### config.mk
export PLATFORM = sky130hd
export DESIGN_NAME = instr_decoder
export DESIGN_NICKNAME = d
export VERILOG_FILES = /design/src/dec_pkg.sv /design/src/fetch_slot_feeder.sv /design/src/slot_decoder.sv /design/src/decode_history.sv /design/src/instr_decoder.sv
export SDC_FILE = /design/constraint.sdc
export NUM_CORES = 2
export LEC_CHECK = 0
export BUFFER_PORTS_ARGS = -buffer_cell sky130_fd_sc_hd__buf_2
export CORE_MARGIN = 2
export CORE_UTILIZATION = 45
export DETAILED_ROUTE_END_ITERATION = 8
export SLEW_MARGIN = 15
export SYNTH_ARGS = -nofsm -noshare
export SYNTH_HDL_FRONTEND = slang
export SYNTH_SLANG_ARGS = --single-unit
### constraint.sdc
create_clock -name i_clk -period 6.53 [get_ports i_clk]
set_input_delay 1.306 -clock i_clk [delete_from_list [all_inputs] [get_ports i_clk]]
set_output_delay 1.306 -clock i_clk [all_outputs]
set_load 0.05 [all_outputs]
### src/dec_pkg.sv
// Common constants, opcode classes and slot records for the decode stage and its testbench
package dec_pkg;

    localparam int ADDR_BITS    = 32;                   // Width of every pc
    localparam int FETCH_BITS   = 64;                   // Fetch window from the fetch unit
    localparam int DEC_SLOTS    = 2;                    // Halfword slots decoded per block
    localparam int HIST_BLOCKS  = 2;                    // Older blocks kept besides current
    localparam int HIST_ENTRIES = DEC_SLOTS * (HIST_BLOCKS + 1);

    localparam logic [ADDR_BITS-1:0] EMPTY_PC = '1;     // Odd value, so never a real pc

    // Major opcodes of the RV32I subset
    localparam logic [6:0] OPC_LUI    = 7'b0110111;
    localparam logic [6:0] OPC_AUIPC  = 7'b0010111;
    localparam logic [6:0] OPC_JAL    = 7'b1101111;
    localparam logic [6:0] OPC_JALR   = 7'b1100111;
    localparam logic [6:0] OPC_BRANCH = 7'b1100011;
    localparam logic [6:0] OPC_LOAD   = 7'b0000011;
    localparam logic [6:0] OPC_STORE  = 7'b0100011;
    localparam logic [6:0] OPC_OP_IMM = 7'b0010011;
    localparam logic [6:0] OPC_OP     = 7'b0110011;

    typedef enum logic [3:0] {
        OP_NONE,                                        // Illegal or empty
        OP_LUI,
        OP_AUIPC,
        OP_JAL,
        OP_JALR,
        OP_BRANCH,
        OP_LOAD,
        OP_STORE,
        OP_ALU_IMM,
        OP_ALU
    } op_class_e;

    typedef enum logic [1:0] {
        MEM_B,
        MEM_H,
        MEM_W
    } mem_size_e;

    // One halfword slot as handed to a decoder
    typedef struct packed {
        logic [ADDR_BITS-1:0] pc;
        logic [31:0]          bits;                     // Window from this halfword on
        logic                 fault;
    } slot_in_t;

    typedef struct packed {
        logic [ADDR_BITS-1:0] pc;
        logic [31:0]          instr;                    // Upper half zero when compressed
        logic                 compressed;
        op_class_e            op_class;
        logic [4:0]           rs1;
        logic [4:0]           rs2;
        logic [4:0]           rd;
        logic [31:0]          imm;                      // Sign extended
        logic                 mem_load;
        logic                 mem_store;
        mem_size_e            mem_size;
        logic                 mem_unsigned;
        logic                 illegal;
        logic                 fault;
    } dec_slot_t;

    localparam dec_slot_t DEC_EMPTY = '{
        pc:       EMPTY_PC,
        op_class: OP_NONE,
        mem_size: MEM_B,
        default:  '0
    };

endpackage

### src/fetch_slot_feeder.sv
// Holds the current fetch block and hands one halfword slot to each decoder, with the shift strobe
`timescale 1ns/1ps

module fetch_slot_feeder (
    input  logic                           i_clk,
    input  logic                           i_nrst,
    input  logic [dec_pkg::ADDR_BITS-1:0]  i_f_pc,
    input  logic [dec_pkg::FETCH_BITS-1:0] i_f_instr,
    input  logic                           i_f_fault,
    input  logic                           i_flush,
    output dec_pkg::slot_in_t              o_slots [dec_pkg::DEC_SLOTS],
    output logic                           o_shift
);
    import dec_pkg::*;

    logic [ADDR_BITS-1:0]  r_pc;
    logic [FETCH_BITS-1:0] r_win;
    logic                  r_fault;
    logic                  new_pc;

    assign new_pc  = (i_f_pc != r_pc);                  // Fetch unit moved on
    assign o_shift = new_pc && (r_pc != EMPTY_PC);      // Current block goes to history

    always_ff @(posedge i_clk or negedge i_nrst) begin
        if (!i_nrst) begin
            r_pc <= EMPTY_PC;
        end else if (i_flush) begin
            r_pc <= EMPTY_PC;                           // Fetch in this cycle is dropped
        end else if (new_pc) begin
            r_pc <= i_f_pc;
        end
    end

    always_ff @(posedge i_clk) begin
        if (new_pc && !i_flush) begin
            r_win   <= i_f_instr;
            r_fault <= i_f_fault;
        end
    end

    // Slot i starts at halfword i of the window
    for (genvar i = 0; i < DEC_SLOTS; i++) begin : g_out
        assign o_slots[i] = '{
            pc:    (r_pc == EMPTY_PC) ? EMPTY_PC : r_pc + ADDR_BITS'(2 * i),
            bits:  r_win[16*i +: 32],
            fault: r_fault
        };
    end

endmodule

### src/slot_decoder.sv
// Combinational decoder for one halfword slot, RV32I subset or RVC subset, into a slot record
`timescale 1ns/1ps

module slot_decoder (
    input  dec_pkg::slot_in_t  i_slot,
    output dec_pkg::dec_slot_t o_dec
);
    import dec_pkg::*;

    logic [31:0] w;
    logic [2:0]  f3;
    logic [6:0]  f7;
    logic [2:0]  cf3;
    logic        is_rv32;
    logic [31:0] imm_i;
    logic [31:0] imm_s;
    logic [31:0] imm_b;
    logic [31:0] imm_u;
    logic [31:0] imm_j;
    logic [31:0] cimm_6;
    logic [31:0] cimm_lw;
    logic [31:0] cimm_j;
    logic [4:0]  creg_a;
    logic [4:0]  creg_b;

    assign w       = i_slot.bits;
    assign f3      = w[14:12];
    assign f7      = w[31:25];
    assign cf3     = w[15:13];
    assign is_rv32 = (w[1:0] == 2'b11);

    assign imm_i   = {{20{w[31]}}, w[31:20]};
    assign imm_s   = {{20{w[31]}}, w[31:25], w[11:7]};
    assign imm_b   = {{20{w[31]}}, w[7], w[30:25], w[11:8], 1'b0};
    assign imm_u   = {w[31:12], 12'h000};
    assign imm_j   = {{12{w[31]}}, w[19:12], w[20], w[30:21], 1'b0};

    assign cimm_6  = {{26{w[12]}}, w[12], w[6:2]};      // C.ADDI, C.LI
    assign cimm_lw = {25'h0, w[5], w[12:10], w[6], 2'b00};
    assign cimm_j  = {{20{w[12]}}, w[12], w[8], w[10:9], w[6], w[7], w[2], w[11], w[5:3], 1'b0};
    assign creg_a  = {2'b01, w[9:7]};                   // rs1' plus 8
    assign creg_b  = {2'b01, w[4:2]};                   // rd' or rs2' plus 8

    always_comb begin
        o_dec            = DEC_EMPTY;
        o_dec.pc         = i_slot.pc;
        o_dec.fault      = i_slot.fault;
        o_dec.compressed = !is_rv32;
        o_dec.instr      = is_rv32 ? w : {16'h0000, w[15:0]};
        if (is_rv32) begin
            case (w[6:0])
                OPC_LUI, OPC_AUIPC: begin
                    o_dec.op_class = (w[6:0] == OPC_LUI) ? OP_LUI : OP_AUIPC;
                    o_dec.rd       = w[11:7];
                    o_dec.imm      = imm_u;
                end
                OPC_JAL: begin
                    o_dec.op_class = OP_JAL;
                    o_dec.rd       = w[11:7];
                    o_dec.imm      = imm_j;
                end
                OPC_JALR, OPC_LOAD, OPC_OP_IMM: begin
                    if ((w[6:0] == OPC_JALR && f3 == 3'b000)
                        || (w[6:0] == OPC_LOAD && f3 != 3'b011 && f3[2:1] != 2'b11)
                        || (w[6:0] == OPC_OP_IMM && (f3[1:0] != 2'b01
                            || (f7 & {1'b1, !f3[2], 5'h1f}) == 7'h00))) begin
                        o_dec.op_class = (w[6:0] == OPC_JALR) ? OP_JALR :
                                         (w[6:0] == OPC_LOAD) ? OP_LOAD : OP_ALU_IMM;
                        o_dec.rd       = w[11:7];
                        o_dec.rs1      = w[19:15];
                        o_dec.imm      = imm_i;
                    end
                end
                OPC_BRANCH: begin
                    if (f3[2:1] != 2'b01) begin         // BEQ BNE BLT BGE BLTU BGEU
                        o_dec.op_class = OP_BRANCH;
                        o_dec.rs1      = w[19:15];
                        o_dec.rs2      = w[24:20];
                        o_dec.imm      = imm_b;
                    end
                end
                OPC_STORE: begin
                    if (!f3[2] && f3[1:0] != 2'b11) begin
                        o_dec.op_class = OP_STORE;
                        o_dec.rs1      = w[19:15];
                        o_dec.rs2      = w[24:20];
                        o_dec.imm      = imm_s;
                    end
                end
                OPC_OP: begin
                    if (f7 == 7'h00 || (f7 == 7'h20 && (f3 == 3'b000 || f3 == 3'b101))) begin
                        o_dec.op_class = OP_ALU;
                        o_dec.rd       = w[11:7];
                        o_dec.rs1      = w[19:15];
                        o_dec.rs2      = w[24:20];
                    end
                end
                default: ;
            endcase
            if (o_dec.op_class == OP_LOAD || o_dec.op_class == OP_STORE) begin
                o_dec.mem_load     = (o_dec.op_class == OP_LOAD);
                o_dec.mem_store    = (o_dec.op_class == OP_STORE);
                o_dec.mem_size     = mem_size_e'(f3[1:0]);
                o_dec.mem_unsigned = f3[2];             // LBU, LHU
            end
        end else begin
            case ({cf3, w[1:0]})
                5'b000_01, 5'b010_01: begin             // C.ADDI, C.LI
                    o_dec.op_class = OP_ALU_IMM;
                    o_dec.rd       = w[11:7];
                    o_dec.rs1      = cf3[1] ? 5'd0 : w[11:7];
                    o_dec.imm      = cimm_6;
                end
                5'b010_00: begin                        // C.LW
                    o_dec.op_class = OP_LOAD;
                    o_dec.rd       = creg_b;
                    o_dec.rs1      = creg_a;
                    o_dec.imm      = cimm_lw;
                    o_dec.mem_load = 1'b1;
                    o_dec.mem_size = MEM_W;
                end
                5'b110_00: begin                        // C.SW
                    o_dec.op_class  = OP_STORE;
                    o_dec.rs1       = creg_a;
                    o_dec.rs2       = creg_b;
                    o_dec.imm       = cimm_lw;
                    o_dec.mem_store = 1'b1;
                    o_dec.mem_size  = MEM_W;
                end
                5'b101_01: begin                        // C.J
                    o_dec.op_class = OP_JAL;
                    o_dec.imm      = cimm_j;
                end
                5'b100_10: begin
                    if (!w[12] && w[6:2] != 5'd0) begin // C.MV, not C.JR
                        o_dec.op_class = OP_ALU;
                        o_dec.rd       = w[11:7];
                        o_dec.rs2      = w[6:2];
                    end
                end
                default: ;
            endcase
        end
        o_dec.illegal = (o_dec.op_class == OP_NONE);
        if (i_slot.pc == EMPTY_PC) begin
            o_dec = DEC_EMPTY;
        end
    end

endmodule

### src/decode_history.sv
// Keeps the current and the older decoded blocks and returns the record that matches the executor pc
`timescale 1ns/1ps

module decode_history (
    input  logic                          i_clk,
    input  logic                          i_nrst,
    input  logic                          i_flush,
    input  logic                          i_shift,
    input  dec_pkg::dec_slot_t            i_cur [dec_pkg::DEC_SLOTS],
    input  logic [dec_pkg::ADDR_BITS-1:0] i_e_npc,
    output dec_pkg::dec_slot_t            o_dec,
    output logic                          o_hit
);
    import dec_pkg::*;

    dec_slot_t r_hist [HIST_BLOCKS][DEC_SLOTS];         // Index 0 is the newest
    dec_slot_t cand [HIST_ENTRIES];

    always_ff @(posedge i_clk or negedge i_nrst) begin
        if (!i_nrst) begin
            for (int b = 0; b < HIST_BLOCKS; b++) begin
                for (int s = 0; s < DEC_SLOTS; s++) begin
                    r_hist[b][s] <= DEC_EMPTY;
                end
            end
        end else if (i_flush) begin
            for (int b = 0; b < HIST_BLOCKS; b++) begin
                for (int s = 0; s < DEC_SLOTS; s++) begin
                    r_hist[b][s] <= DEC_EMPTY;
                end
            end
        end else if (i_shift) begin
            r_hist[0] <= i_cur;
            for (int b = 1; b < HIST_BLOCKS; b++) begin
                r_hist[b] <= r_hist[b-1];              // Oldest block drops out
            end
        end
    end

    // Search order: current block, then history from newest to oldest
    always_comb begin
        for (int s = 0; s < DEC_SLOTS; s++) begin
            cand[s] = i_cur[s];
            for (int b = 0; b < HIST_BLOCKS; b++) begin
                cand[(b + 1) * DEC_SLOTS + s] = r_hist[b][s];
            end
        end
    end

    always_comb begin
        o_dec = DEC_EMPTY;
        o_hit = 1'b0;
        // Walk backwards so the first match in search order wins
        for (int e = HIST_ENTRIES - 1; e >= 0; e--) begin
            if (cand[e].pc == i_e_npc && cand[e].pc != EMPTY_PC) begin
                o_dec = cand[e];
                o_hit = 1'b1;
            end
        end
    end

endmodule

### src/instr_decoder.sv
// Top of the decode stage: slot feeder, one decoder per slot and the block history
`timescale 1ns/1ps

module instr_decoder (
    input  logic                           i_clk,
    input  logic                           i_nrst,
    input  logic [dec_pkg::ADDR_BITS-1:0]  i_f_pc,      // Fetch block pc
    input  logic [dec_pkg::FETCH_BITS-1:0] i_f_instr,
    input  logic                           i_f_fault,
    input  logic                           i_flush,
    input  logic [dec_pkg::ADDR_BITS-1:0]  i_e_npc,     // Pc wanted by the executor
    output dec_pkg::dec_slot_t             o_dec,
    output logic                           o_hit
);
    import dec_pkg::*;

    slot_in_t  s_slots [DEC_SLOTS];
    dec_slot_t s_dec [DEC_SLOTS];
    logic      s_shift;

    fetch_slot_feeder u_feeder (
        .i_clk     (i_clk),
        .i_nrst    (i_nrst),
        .i_f_pc    (i_f_pc),
        .i_f_instr (i_f_instr),
        .i_f_fault (i_f_fault),
        .i_flush   (i_flush),
        .o_slots   (s_slots),
        .o_shift   (s_shift)
    );

    for (genvar i = 0; i < DEC_SLOTS; i++) begin : g_slot
        slot_decoder u_dec (
            .i_slot (s_slots[i]),
            .o_dec  (s_dec[i])
        );
    end

    decode_history u_hist (
        .i_clk   (i_clk),
        .i_nrst  (i_nrst),
        .i_flush (i_flush),
        .i_shift (s_shift),
        .i_cur   (s_dec),
        .i_e_npc (i_e_npc),
        .o_dec   (o_dec),
        .o_hit   (o_hit)
    );

endmodule

==> results.tsv <==
stage	metric	value	unit
run_status	status	complete, no violations	
clock_network	clk_latency	0.63	ns
worst_hold_path	min_to	u_hist.cand[274]	
worst_setup_path	startpoint_type	flip-flop	
clock_network	clockBufferDepth	3	
global_routing	grt_overflow_total	0	
drt	drtPass1Iterations	6	
layout	postLayoutCoreUtil	53.2	%
floorplanning	chipHeight	280	microns
worst_setup_path	cp_max_fo	7	
timing	hold_viol	0	
synthesis	synthArstFlopShare	91.4	%
synthesis	ys_types	94	
worst_setup_path	worst-r2r-setup-slack	1.71	ns
worst_setup_path	r2r-start	u_feeder.r_pc[10]	
drt	detail-route-antenna-nets	0	
synthesis	syn_area	34400	sq um
global_routing	antenna_found_initial	2	
timing	fin_hold_ws	0.500	ns
run	max_cap_viol_count	0	
timing	skew	0.0189	ns
timing	setup_viol	0	
drt	vias	34800	
global_routing	gr-usage-all-layers	38.3	%
layout	final_net_count	4433	
floorplanning	core_area	75800	sq um
clock_network	postCtsHoldBufs	0	
clock_network	cts_root_buffer	clkbuf_16	
worst_setup_path	worstSetupEndpointType	output port	
clock_network	cts.sinks	573	
worst_setup_path	required	5.22	ns
clock_network	tritoncts	yes	
timing	slew_violations	0	
worst_hold_path	worstHoldPathType	reg -> reg	
timing	fmax	155	MHz
drt	wirelength	153	mm
place	portBuffers	239	
floorplanning	start_util	45.4	%
worst_setup_path	critical_path_class	reg -> out	
drt	drtIter0Drc	5168	
timing	relSlewSlack	21.5	%
timing	post-route-period-util	99.0	%
timing	tightest_slew	1.17	ns
global_routing	grt_pass1_wl	224	mm
floorplanning	std_cell_rows	101	
drt	via_per_inst	6.52	
synthesis	synth-edff-count	49	
synthesis	ys_ff_latch	573	
floorplanning	fp.dieW	280	microns
floorplanning	die-area	78700	sq um
layout	final_area	40300	sq um
drt	drc_errors	0	
layout	area_delta_synth_final	17.2	%
power_and_ir_drop	cellLeakagePower	16.6	nW
worst_setup_path	ff2ff_path_depth	15	
timing	finalCriticalPeriod	6.46	ns
global_routing	grt_pass1_vias	32500	
layout	drive_gt1_share	19.9	%
synthesis	synth_cells	4150	
worst_hold_path	holdPathStages	2	
clock_network	cts_buffers	69	
synthesis	avgSynthCellArea	8.29	sq um
place	place_area	37700	sq um
drt	wl_per_cell	28.7	microns
worst_setup_path	r2r_end	u_hist.cand[328]	
synthesis	synth_ff_type	dfrtp_1	
power_and_ir_drop	total_power	8.93	mW
power_and_ir_drop	power_density	221	nW/um^2
worst_setup_path	arrival	5.16	ns
synthesis	ys_seq_area_share	43.0	%
place	dp_hpwl	103	mm
place	gp_congestion	1.07	
global_routing	grt_max_degree	206	
floorplanning	io-pin-count	256	
power_and_ir_drop	peakVddDrop	213	uV
clock_network	ctsHtreeMaxLevel	3	
worst_hold_path	hp-start	u_hist.cand[274]	
clock_network	clk_pin_slew	0.06	ns
synthesis	yosys_warnings	0	
synthesis	mappedNetlistNets	4283	
## metal layers
| metal | wire length [microns] | global-route usage (%) | share of wire [%] |
|---|---|---|---|
| met4 | 7210 | 15.8 | 4.7 |
| met1 | 64200 | 56.4 | 42 |
| met5 | 13 | 0 | 0.0085 |
| met3 | 18900 | 9.37 | 12 |
| met2 | 62800 | 53.3 | 41 |
## cells in the mapped netlist (15+ instances only)
cell	count	share of area [%]
a21oi_1	474	6.9
a32oi_1	16	0.41
or3_1	15	0.27
o211ai_1	26	0.57
a22o_1	68	1.7
o22a_1	23	0.59
mux2i_1	54	1.6
edfxtp_1	49	4.3
nand3_1	85	1.2
buf_1	32	0.35
nor4_1	76	1.4
xor2_1	122	3.1
a211oi_1	35	0.76
xnor2_1	89	2.3
a211o_1	43	1.1
nand2b_1	19	0.35
o21ai_1	42	0.61
clkbuf_1	339	3.7
nor3_1	39	0.57
and2_1	19	0.35
a31oi_1	29	0.53
and3_1	16	0.29
buf_2	21	0.31
inv_1	36	0.39
nand4_1	89	1.6
nand3b_1	67	1.5
or2_2	47	0.85
o22ai_1	20	0.36
nor2_1	269	2.9
dfrtp_1	364	26
a221o_1	25	0.73
o221ai_1	20	0.51
o21ai_0	157	2.3
a22oi_1	83	1.8
nand2_1	877	9.6
dfstp_2	160	12
## how the worst max path moves through the flow
| stage | cells past startpoint | from | endpoint | slack (ns) |
|---|---|---|---|---|
| floorplan | 13 | i_e_npc[30] | o_dec[75] | 0.30 |
| global placement | 13 | u_feeder.r_pc[7] | o_dec[58] | 0.24 |
| detailed placement | 13 | u_feeder.r_pc[9] | o_dec[24] | 0.22 |
| CTS | 14 | u_feeder.r_pc[9] | o_dec[24] | 0.0008 |
| global route | 15 | u_feeder.r_pc[2] | o_dec[3] | -0.006 |
| finish | 15 | u_feeder.r_pc[2] | o_dec[24] | 0.07 |
## layout make-up
cell class                 count  area (sq um)
clock inverter                17           231
multi-input combinational   3145         18200
inverter                      38           145
tap                          978          1220
fill                        7291         35500
timing repair buffer         473          3690
clock buffer                 107          1990
sequential                   573         14800
antenna                        1          2.50
## placed cells by master (no fill, tap or decap), types with 28 or more instances in the layout
cell	synthesis	final
a211o_1	43	43
a211oi_1	35	33
a21oi_1	474	472
a22o_1	68	68
a22oi_1	83	83
a31oi_1	29	28
buf_12	0	52
buf_2	21	215
buf_4	1	201
clkbuf_16	0	70
dfrtp_1	364	364
dfstp_2	160	157
edfxtp_1	49	49
inv_1	36	35
mux2i_1	54	54
nand2_1	877	871
nand3_1	85	82
nand3b_1	67	67
nand4_1	89	89
nor2_1	269	266
nor3_1	39	34
nor4_1	76	71
o21ai_0	157	157
o21ai_1	42	41
or2_2	47	46
xnor2_1	89	88
xor2_1	122	121
## worst max-delay path, cell delays in order, from the launching register on
cell	delay [ns]
dfstp_2	0.56
ha_4	0.22
nand3_1	0.12
xor2_1	0.58
o221ai_1	0.35
a311oi_1	0.33
o211ai_1	0.16
nor4_1	0.19
buf_4	0.20
o2111ai_1	0.15
or3_4	0.49
or3_4	0.53
buf_12	0.18
o21ai_1	0.18
buf_4	0.16
buf_12	0.12
## where the power goes
group          leakage [nW]  internal [mW]  total, mW  switching, mW
registers              7.14           3.78       4.02          0.232
clock network          1.08           2.23       3.87           1.64
logic                  8.35          0.332       1.03          0.703
total                  16.6           6.35       8.93           2.58
## what timing repair did
| item | in CTS | in global routing |
|---|---|---|
| hold endpoints to repair | 0 | 0 |
| pin swaps | 4 | 8 |
| gates resized for setup | 16 | 24 |
| setup endpoints to repair | 117 | 109 |
| gates cloned | 1 | 0 |
| buffers inserted | 6 | 15 |
## flip-flops by register name (all words and copies together) (netlist names)
| signal | cells |
|---|---|
| u_feeder.r_fault | 1 |
| u_feeder.r_pc | 32 |
| u_feeder.r_win | 48 |
| u_hist.cand | 492 |
## metrics by stage
stage	worst slack (ns)	cells	setup TNS, ns
6_report	0.0677	5332	0
3_3_place_gp	0.242	5185	0
3_5_place_dp	0.222	5185	0
2_1_floorplan	0.297	4150	0
4_1_cts	0.000758	5316	0
5_1_grt	-0.00564	5331	-0.00564
## cell families (layout without fill, tap and decap cells)
group                      count (synthesis)  count (layout)  share of synthesized area, %
DFF                                      573             573                          43.0
xor gates and xnor gates                 211             211                          5.37
and+or+nand+nor                         1684            1685                          22.5
adders and majority gates                  1               1                        0.0364
muxes                                     63              63                          1.87
AOI/OAI and AO/OA                       1185            1185                          22.4
other                                      0               1                             0
buffers and inverters                    433             635                          4.86
Note: power is estimated with default switching activity, not from simulation.
